<file path="src/logic/nes_cart_pkg.sv">
// Shared widths, file codes and iNES field positions for the cartridge download path
// Compile this first. Other files refer to its items by scoped name
package nes_cart_pkg;

	localparam int MEM_ADDR_W = 22;              // Cartridge memory address
	localparam int DL_ADDR_W  = 25;              // Host byte address
	localparam int FLAGS_W    = 32;
	localparam int CHEAT_W    = 128;

	localparam logic [7:0] FILETYPE_CHEAT = 8'hFF;
	localparam logic [21:0] CHR_BASE      = 22'h20_0000;

	localparam int PRG_PAGE_SHIFT = 14;          // 16 KiB pages
	localparam int CHR_PAGE_SHIFT = 13;          // 8 KiB pages

	localparam logic [7:0] INES_MAGIC0 = 8'h4E;  // N
	localparam logic [7:0] INES_MAGIC1 = 8'h45;  // E
	localparam logic [7:0] INES_MAGIC2 = 8'h53;  // S
	localparam logic [7:0] INES_MAGIC3 = 8'h1A;

	// Mapper flag vector layout, bits 31:26 stay zero
	localparam int FLAG_MAPPER_LO    = 0;
	localparam int FLAG_MAPPER_HI    = 7;
	localparam int FLAG_PRG_SIZE_LO  = 8;
	localparam int FLAG_PRG_SIZE_HI  = 10;
	localparam int FLAG_CHR_SIZE_LO  = 11;
	localparam int FLAG_CHR_SIZE_HI  = 13;
	localparam int FLAG_MIRROR       = 14;
	localparam int FLAG_CHR_RAM      = 15;
	localparam int FLAG_FOUR_SCREEN  = 16;
	localparam int FLAG_SUBMAPPER_LO = 17;
	localparam int FLAG_SUBMAPPER_HI = 24;
	localparam int FLAG_HAS_SAVES    = 25;

	typedef enum logic [2:0] {
		LOAD_HEADER,
		LOAD_PRG,
		LOAD_CHR,
		LOAD_ERROR,
		LOAD_DONE
	} loader_state_t;

	// Smallest k with pages <= 2**k, saturates at 7
	function automatic logic [2:0] size_code(input logic [7:0] pages);
		logic [2:0] code;
		code = 3'd0;
		for (int k = 0; k < 7; k++) begin
			if ({1'b0, pages} > (9'd1 << k)) code = 3'(k + 1);
		end
		return code;
	endfunction

endpackage

</file>
<file path="src/logic/cart_download.sv">
`timescale 1ns/1ns
// Top of the cartridge download front end. Splits the host byte stream into
// ROM and cheat traffic and holds the console in reset around a ROM load
module cart_download #(
	parameter int RESET_HOLD = 255
) (
	input  logic                                clk,
	input  logic                                reset_nes,
	input  logic                                dl_active,
	input  logic [7:0]                          dl_index,
	input  logic [nes_cart_pkg::DL_ADDR_W-1:0]  dl_addr,
	input  logic                                dl_wr,
	input  logic [7:0]                          dl_data,
	input  logic                                invert_mirroring,
	output logic [nes_cart_pkg::MEM_ADDR_W-1:0] mem_addr,
	output logic [7:0]                          mem_data,
	output logic                                mem_write,
	output logic [nes_cart_pkg::FLAGS_W-1:0]    mapper_flags,
	output logic                                loader_busy,
	output logic                                loader_done,
	output logic                                loader_fail,
	output logic [nes_cart_pkg::CHEAT_W-1:0]    cheat_code,
	output logic                                cheat_valid,
	output logic                                cheat_clear,
	output logic                                nes_reset
);

	localparam int HOLD_W = $clog2(RESET_HOLD + 2);

	logic              is_cheat;
	logic              rom_active;
	logic              rom_active_q;
	logic              loader_restart;
	logic              dl_started;
	logic [HOLD_W-1:0] hold_cnt;

	assign is_cheat   = (dl_index == nes_cart_pkg::FILETYPE_CHEAT);
	assign rom_active = dl_active && !is_cheat;

	// Restart on reset or at the start of each ROM download
	assign loader_restart = reset_nes || (rom_active && !rom_active_q);

	rom_loader #(
		.MEM_ADDR_W (nes_cart_pkg::MEM_ADDR_W)
	) loader_i (
		.clk              (clk),
		.restart          (loader_restart),
		.byte_wr          (dl_wr && rom_active),
		.byte_data        (dl_data),
		.invert_mirroring (invert_mirroring),
		.mem_addr         (mem_addr),
		.mem_data         (mem_data),
		.mem_write        (mem_write),
		.mapper_flags     (mapper_flags),
		.busy             (loader_busy),
		.done             (loader_done),
		.fail             (loader_fail)
	);

	cheat_capture cheat_i (
		.clk         (clk),
		.reset_nes   (reset_nes),
		.byte_wr     (dl_wr && dl_active && is_cheat),
		.byte_index  (dl_addr[3:0]),
		.byte_data   (dl_data),
		.cheat_code  (cheat_code),
		.cheat_valid (cheat_valid),
		.cheat_clear (cheat_clear)
	);

	////////////////////////////////////////////////////////////////////
	// Console reset hold
	////////////////////////////////////////////////////////////////////

	always_ff @(posedge clk) begin
		if (reset_nes) begin
			rom_active_q <= 1'b0;
			dl_started   <= 1'b0;
			hold_cnt     <= '0;
		end else begin
			rom_active_q <= rom_active;
			if (rom_active)
				dl_started <= 1'b1;
			if (rom_active)
				hold_cnt <= HOLD_W'(RESET_HOLD);
			else if (!loader_busy && hold_cnt != '0)
				hold_cnt <= hold_cnt - 1'b1;  // Waits for the last image bytes
		end
	end

	assign nes_reset = reset_nes || !dl_started || rom_active || loader_fail ||
	                   (hold_cnt != '0);

endmodule

</file>
<file path="src/logic/cheat_capture.sv">
`timescale 1ns/1ns
// Builds one 128-bit cheat code from 16 cheat file bytes
// Fields from the top are flags, address, compare and replace, each little endian
module cheat_capture (
	input  logic                             clk,
	input  logic                             reset_nes,
	input  logic                             byte_wr,
	input  logic [3:0]                       byte_index,
	input  logic [7:0]                       byte_data,
	output logic [nes_cart_pkg::CHEAT_W-1:0] cheat_code,
	output logic                             cheat_valid,
	output logic                             cheat_clear
);

	logic [6:0] byte_lsb;
	logic       last_byte;
	logic       first_byte;

	// Group i/4 counts down from the top word, byte i%4 within it
	assign byte_lsb = {~byte_index[3:2], byte_index[1:0], 3'b000};

	assign last_byte  = (byte_index == 4'd15);
	assign first_byte = (byte_index == 4'd0);

	always_ff @(posedge clk) begin
		if (byte_wr)
			cheat_code[byte_lsb +: 8] <= byte_data;
	end

	always_ff @(posedge clk) begin
		if (reset_nes) begin
			cheat_valid <= 1'b0;
			cheat_clear <= 1'b0;
		end else begin
			cheat_valid <= byte_wr && last_byte;   // Code complete
			cheat_clear <= byte_wr && first_byte;  // New cheat file
		end
	end

endmodule

</file>
<file path="src/logic/ines_header.sv">
`timescale 1ns/1ns
// Holds the 16 iNES header bytes and decodes them into the mapper flag vector
// Decode outputs are combinational from the stored bytes
module ines_header (
	input  logic                             clk,
	input  logic                             hdr_wr,
	input  logic [3:0]                       hdr_index,
	input  logic [7:0]                       hdr_data,
	input  logic                             invert_mirroring,
	output logic                             header_ok,
	output logic [7:0]                       prg_pages,
	output logic [7:0]                       chr_pages,
	output logic [nes_cart_pkg::FLAGS_W-1:0] mapper_flags
);

	logic [7:0] hdr_mem [16];

	logic       magic_ok;
	logic       is_nes20;
	logic       is_dirty;
	logic       tail_nonzero;
	logic [7:0] mapper_num;
	logic [7:0] submapper;

	always_ff @(posedge clk) begin
		if (hdr_wr)
			hdr_mem[hdr_index] <= hdr_data;
	end

	////////////////////////////////////////////////////////////////////
	// Header checks
	////////////////////////////////////////////////////////////////////

	assign magic_ok = (hdr_mem[0] == nes_cart_pkg::INES_MAGIC0) &&
	                  (hdr_mem[1] == nes_cart_pkg::INES_MAGIC1) &&
	                  (hdr_mem[2] == nes_cart_pkg::INES_MAGIC2) &&
	                  (hdr_mem[3] == nes_cart_pkg::INES_MAGIC3);

	assign header_ok = magic_ok && !hdr_mem[6][2];  // Trainers not supported

	assign prg_pages = hdr_mem[4];
	assign chr_pages = hdr_mem[5];

	// NES 2.0 marks byte 7 bits 3:2 as 2'b10
	assign is_nes20 = (hdr_mem[7][3:2] == 2'b10);

	assign tail_nonzero = (hdr_mem[9][7:1] != 7'd0) ||
	                      (hdr_mem[10] != 8'd0) || (hdr_mem[11] != 8'd0) ||
	                      (hdr_mem[12] != 8'd0) || (hdr_mem[13] != 8'd0) ||
	                      (hdr_mem[14] != 8'd0) || (hdr_mem[15] != 8'd0);

	// Junk in the tail of an old header, so byte 7 is not trusted
	assign is_dirty = !is_nes20 && tail_nonzero;

	assign mapper_num = {is_dirty ? 4'h0 : hdr_mem[7][7:4], hdr_mem[6][7:4]};
	assign submapper  = is_nes20 ? hdr_mem[8] : 8'h00;

	////////////////////////////////////////////////////////////////////
	// Flag vector
	////////////////////////////////////////////////////////////////////

	always_comb begin
		mapper_flags = '0;
		mapper_flags[nes_cart_pkg::FLAG_MAPPER_HI:nes_cart_pkg::FLAG_MAPPER_LO] = mapper_num;
		mapper_flags[nes_cart_pkg::FLAG_PRG_SIZE_HI:nes_cart_pkg::FLAG_PRG_SIZE_LO] =
			nes_cart_pkg::size_code(prg_pages);
		mapper_flags[nes_cart_pkg::FLAG_CHR_SIZE_HI:nes_cart_pkg::FLAG_CHR_SIZE_LO] =
			nes_cart_pkg::size_code(chr_pages);
		mapper_flags[nes_cart_pkg::FLAG_MIRROR]      = hdr_mem[6][0] ^ invert_mirroring;
		mapper_flags[nes_cart_pkg::FLAG_CHR_RAM]     = (chr_pages == 8'd0);
		mapper_flags[nes_cart_pkg::FLAG_FOUR_SCREEN] = hdr_mem[6][3];
		mapper_flags[nes_cart_pkg::FLAG_SUBMAPPER_HI:nes_cart_pkg::FLAG_SUBMAPPER_LO] =
			submapper;
		mapper_flags[nes_cart_pkg::FLAG_HAS_SAVES]   = hdr_mem[6][1];  // Battery RAM
	end

endmodule

</file>
<file path="src/logic/rom_loader.sv">
`timescale 1ns/1ns
// ROM loader FSM. Feeds the header bytes to the decoder, then walks the PRG
// image from address 0 and the CHR image from CHR_BASE, one write per byte
module rom_loader #(
	parameter int MEM_ADDR_W = 22
) (
	input  logic                             clk,
	input  logic                             restart,
	input  logic                             byte_wr,
	input  logic [7:0]                       byte_data,
	input  logic                             invert_mirroring,
	output logic [MEM_ADDR_W-1:0]            mem_addr,
	output logic [7:0]                       mem_data,
	output logic                             mem_write,
	output logic [nes_cart_pkg::FLAGS_W-1:0] mapper_flags,
	output logic                             busy,
	output logic                             done,
	output logic                             fail
);

	nes_cart_pkg::loader_state_t state;

	logic [3:0]            hdr_cnt;
	logic [MEM_ADDR_W-1:0] bytes_left;
	logic                  hdr_wr;
	logic                  header_ok;
	logic [7:0]            prg_pages;
	logic [7:0]            chr_pages;
	logic                  in_image;
	logic                  bytes_pending;

	assign hdr_wr        = byte_wr && (state == nes_cart_pkg::LOAD_HEADER);
	assign in_image      = (state == nes_cart_pkg::LOAD_PRG) || (state == nes_cart_pkg::LOAD_CHR);
	assign bytes_pending = (bytes_left != '0);

	// Zero latency write path
	assign mem_write = byte_wr && in_image && bytes_pending;
	assign mem_data  = byte_data;

	ines_header hdr_i (
		.clk              (clk),
		.hdr_wr           (hdr_wr),
		.hdr_index        (hdr_cnt),
		.hdr_data         (byte_data),
		.invert_mirroring (invert_mirroring),
		.header_ok        (header_ok),
		.prg_pages        (prg_pages),
		.chr_pages        (chr_pages),
		.mapper_flags     (mapper_flags)
	);

	always_ff @(posedge clk) begin
		if (restart) begin
			state      <= nes_cart_pkg::LOAD_HEADER;
			hdr_cnt    <= 4'd0;
			bytes_left <= '0;
			mem_addr   <= '0;
			busy       <= 1'b0;
			done       <= 1'b0;
			fail       <= 1'b0;
		end else begin
			case (state)
				nes_cart_pkg::LOAD_HEADER: begin
					if (byte_wr) begin
						hdr_cnt <= hdr_cnt + 4'd1;
						if (hdr_cnt == 4'd15) begin
							if (header_ok) begin
								state      <= nes_cart_pkg::LOAD_PRG;
								busy       <= 1'b1;
								mem_addr   <= '0;  // PRG at bottom of map
								bytes_left <= MEM_ADDR_W'(prg_pages) << nes_cart_pkg::PRG_PAGE_SHIFT;
							end else begin
								state <= nes_cart_pkg::LOAD_ERROR;
								done  <= 1'b1;
								fail  <= 1'b1;
							end
						end
					end
				end
				nes_cart_pkg::LOAD_PRG, nes_cart_pkg::LOAD_CHR: begin
					if (bytes_pending) begin
						if (byte_wr) begin
							bytes_left <= bytes_left - 1'b1;
							mem_addr   <= mem_addr + 1'b1;
						end
					end else if (state == nes_cart_pkg::LOAD_PRG) begin
						state      <= nes_cart_pkg::LOAD_CHR;
						mem_addr   <= MEM_ADDR_W'(nes_cart_pkg::CHR_BASE);
						bytes_left <= MEM_ADDR_W'(chr_pages) << nes_cart_pkg::CHR_PAGE_SHIFT;
					end else begin
						state <= nes_cart_pkg::LOAD_DONE;
						done  <= 1'b1;
						busy  <= 1'b0;
					end
				end
				// Error and done hold until the next restart
				default: state <= state;
			endcase
		end
	end

endmodule

</file>
<file path="config.mk">
export PLATFORM = sky130hd
export DESIGN_NAME = cart_download
export DESIGN_NICKNAME = d
export VERILOG_FILES = /design/src/logic/nes_cart_pkg.sv /design/src/logic/cart_download.sv /design/src/logic/cheat_capture.sv /design/src/logic/ines_header.sv /design/src/logic/rom_loader.sv
export SDC_FILE = /design/constraint.sdc
export NUM_CORES = 1
export LEC_CHECK = 0
export ABC_AREA = 1
export BUFFER_PORTS_ARGS = -buffer_cell sky130_fd_sc_hd__buf_4
export CAP_MARGIN = 20
export CORE_AREA = 2 2 172 174
export DETAILED_ROUTE_END_ITERATION = 8
export DIE_AREA = 0 0 174 176
export GPL_TIMING_DRIVEN = 0
export HOLD_SLACK_MARGIN = 0.05
export PLACE_DENSITY = 0.72
export SLEW_MARGIN = 10
export SYNTH_ARGS = -nofsm -noshare
export SYNTH_HDL_FRONTEND = slang
export SYNTH_HIERARCHICAL = 1
export SYNTH_SLANG_ARGS = --single-unit
</file>
<file path="constraint.sdc">
create_clock -name clk -period 6.5 [get_ports clk]
set_clock_uncertainty 0.15 [all_clocks]
set_input_delay 1.625 -clock clk [delete_from_list [all_inputs] [get_ports clk]]
set_output_delay 1.625 -clock clk [all_outputs]
set_load 0.02 [all_outputs]
</file>
==> flow_summary.yaml <==
clocking:
  clk_latency_ns: 0.53
  cts_resized: 0
  post_cts_buffers: 0
  cts-buffers-inserted: 35
  tritoncts: "built"
  clock_tree.buffer_depth: 3
  ctsHoldBuffers: 0
  path_clk_slew_ns: 0.06
  cts.sinks: 320
  cts_root_buffer: "clkbuf_16"
  htree_levels: 2
drt:
  drt_iter0_markers: 859
  routedWlPerCell_um: 17.2
  routed-via-count: 11236
  ant_nets: 0
  via_per_inst: 5.19
  routed_wl_um: 37300
  drt-pass1-iter-count: 5
  drc_errors: 0
worst_setup_path:
  cpMostUsedCell: "nand2_1"
  crit_required_ns: 4.72
  crit_slowest_cell: "nor2_1"
  path_cells: "buf_4 > nand2_1 > nor2_1 > nand2_1 > nand2_1 > buf_2 > nor2_1 > nand2_1 > inv_1 > buf_4"
  worst-path-max-fanout: 10
  start_kind: "input pin"
  crit_arrival_ns: 3.06
  critPathTopFamily: "simple AND/OR/NAND/NOR gates"
  cp_num_buf_inv: 4
  crit_type: "in -> out"
  max_stage_delay_ns: 0.25
  critPathCaptureType: "primary output"
sta:
  period_minus_slack_ns: 4.84
  slew_viol_final: 0
  relSlewSlack: 0.439
  min_period_over_period: 0.745
  setup-violations-final: 0
  grt_setup_unrepaired: "false"
  clock.fmax_mhz: 207
  worst_pin_slew_ns: 0.838
  tns_ns: 0
  finalHoldViolCount: 0
logic_synthesis:
  synthCells: 1496
  ys_seq_area_frac: 0.628
  async_flop_share: 0
  syn_area_per_cell_um2: 9.51
  ys.warnings.count: 6
  synth_most_common_cell: "nor2_1"
  synth_ff_type: "edfxtp_1"
  yosysTopAreaCell: "edfxtp_1"
  netlist_area_mm2: 0.0142
  synth_edf_count: 253
  synth.distinct_cells: 44
  yosysTopAreaCellShare: 0.534
  synth_area_leaders: "edfxtp_1 53%, dfxtp_1 9.4%, nor2_1 9.2%"
  synth_common_cells: "347 x nor2_1, 315 x nand2_1, 253 x edfxtp_1, 133 x inv_1, 95 x nand3_1"
  synth_seq_cells: 320
layout:
  nets: 1811
  design_area_mm2: 0.0176
  syn2layout_area_growth_pct: 23.4
  final_util: 0.615
  n_antenna_cell: 0
  final_cells: 2167
  drive_gt1_frac: 0.220
place:
  post-place-cells: 2101
  dp_hpwl_um: 26000
  io_buffer_count: 215
  place_area_mm2: 0.0163
  gp_congestion: 0.918
grt:
  grt_max_degree: 24
  grt_overflow_total: 0
  grt_pass1_vias: 10865
  track_usage: 0.243
  grt_pass1_wl_um: 58300
  antenna_found_initial: 0
floorplan:
  ios: 243
  initial_core_util: 0.498
  die_w_um: 174
  die_area_mm2: 0.0306
  dieHeight_um: 176
  core_area_mm2: 0.0285
  core.rowCount: 62
worst_hold_path:
  hold_class: "reg -> reg"
power_and_ir_drop:
  power_density_mw_per_mm2: 286
  p_leak_uw: 0.00660
  total_power_uw: 5020
  peakVddDrop_mv: 0.205
flow_run:
  cap_violations: 0
run_status:
  outcome: "completed"
worst paths after layout:
path | from | depth (start not counted) | endpoint | slack [ns]
setup reg to reg | loader_i/state[2] | 7 | loader_i/hdr_i/hdr_mem[8][4] | 4.02
hold reg to reg | dl_started | 2 | dl_started | 0.31
hold / removal | dl_started | 2 | dl_started | 0.31
setup / recovery | dl_index[1] | 10 | mem_write | 1.66
flip-flops by register name, indices dropped and copies added, names as in the netlist, 3 cells and up:
name,cells
cheat_i/cheat_code,128
loader_i/mem_addr,22
loader_i/hdr_cnt,4
loader_i/bytes_left,22
loader_i/hdr_i/hdr_mem,125
loader_i/state,3
hold_cnt,9
final cells by class:
class | count | area (µm²)
clock inverters | 20 | 250
well taps | 384 | 480
multi-input cells | 972 | 4370
repair buffers | 218 | 1630
fillers | 2442 | 11000
flip-flops and latches | 320 | 8940
clock buffers | 44 | 941
inverters | 148 | 556
plain buffers | 61 | 389
cells in the final DEF, fill, tap and decap left out, types with 8 or more instances in the layout:
| master | count |
|---|---|
| dfxtp_1 | 67 |
| clkinv_2 | 8 |
| buf_2 | 28 |
| or2_2 | 9 |
| clkbuf_1 | 13 |
| nand2_1 | 315 |
| nor2_2 | 15 |
| inv_2 | 13 |
| nand3_1 | 95 |
| o21ai_0 | 29 |
| a21oi_1 | 51 |
| nor2_1 | 347 |
| edfxtp_1 | 253 |
| inv_1 | 133 |
| nor3_1 | 15 |
| buf_4 | 237 |
| ha_1 | 9 |
| nand4_1 | 16 |
| clkbuf_16 | 36 |
through the flow:
| stage | hold slack [ns] | setup slack, ns |
|---|---|---|
| final | 0.309 | 1.66 |
| after global routing | 0.336 | 1.55 |
| after CTS | 0.308 | 1.59 |
| after detailed placement | 0.299 | 1.62 |
| after global placement | 0.296 | 1.65 |
| after floorplan | 0.286 | 2.28 |
report_power, final:
| part | leakage [µW] | internal (µW) | switching [µW] |
|---|---|---|---|
| clock | 0.000580 | 1200 | 826 |
| combinational | 0.00346 | 203 | 515 |
| sequential | 0.00256 | 2240 | 30.3 |
per-layer routing:
layer,vias up,track usage,routed length [µm]
met2,481,0.401,17600
met3,94,0.0614,3230
li1,5407,-,-
met1,5254,0.311,15100
met4,0,0.0917,1340
met5,-,0,0
worst reg2reg max path, cell delays in order, from the launching register on:
cell,delay (ns)
dfxtp_1,0.34
inv_2,0.06
nand2_1,0.06
nor2_2,0.13
inv_2,0.05
nor2_1,0.40
nand3b_1,0.32
nor2_1,0.61
cell families (layout without fill, tap and decap cells):
family	Yosys count	after routing	synth area share
AND/OR/NAND/NOR	851	851	0.255
flip-flops	320	320	0.628
buffers and inverters	209	491	0.0664
AO/OA/AOI/OAI	102	102	0.0392
adder cells (fa/ha/maj)	9	9	0.00792
XOR/XNOR	4	4	0.00246
other	1	6	0.000264
Note: power is estimated with default switching activity, not from simulation.
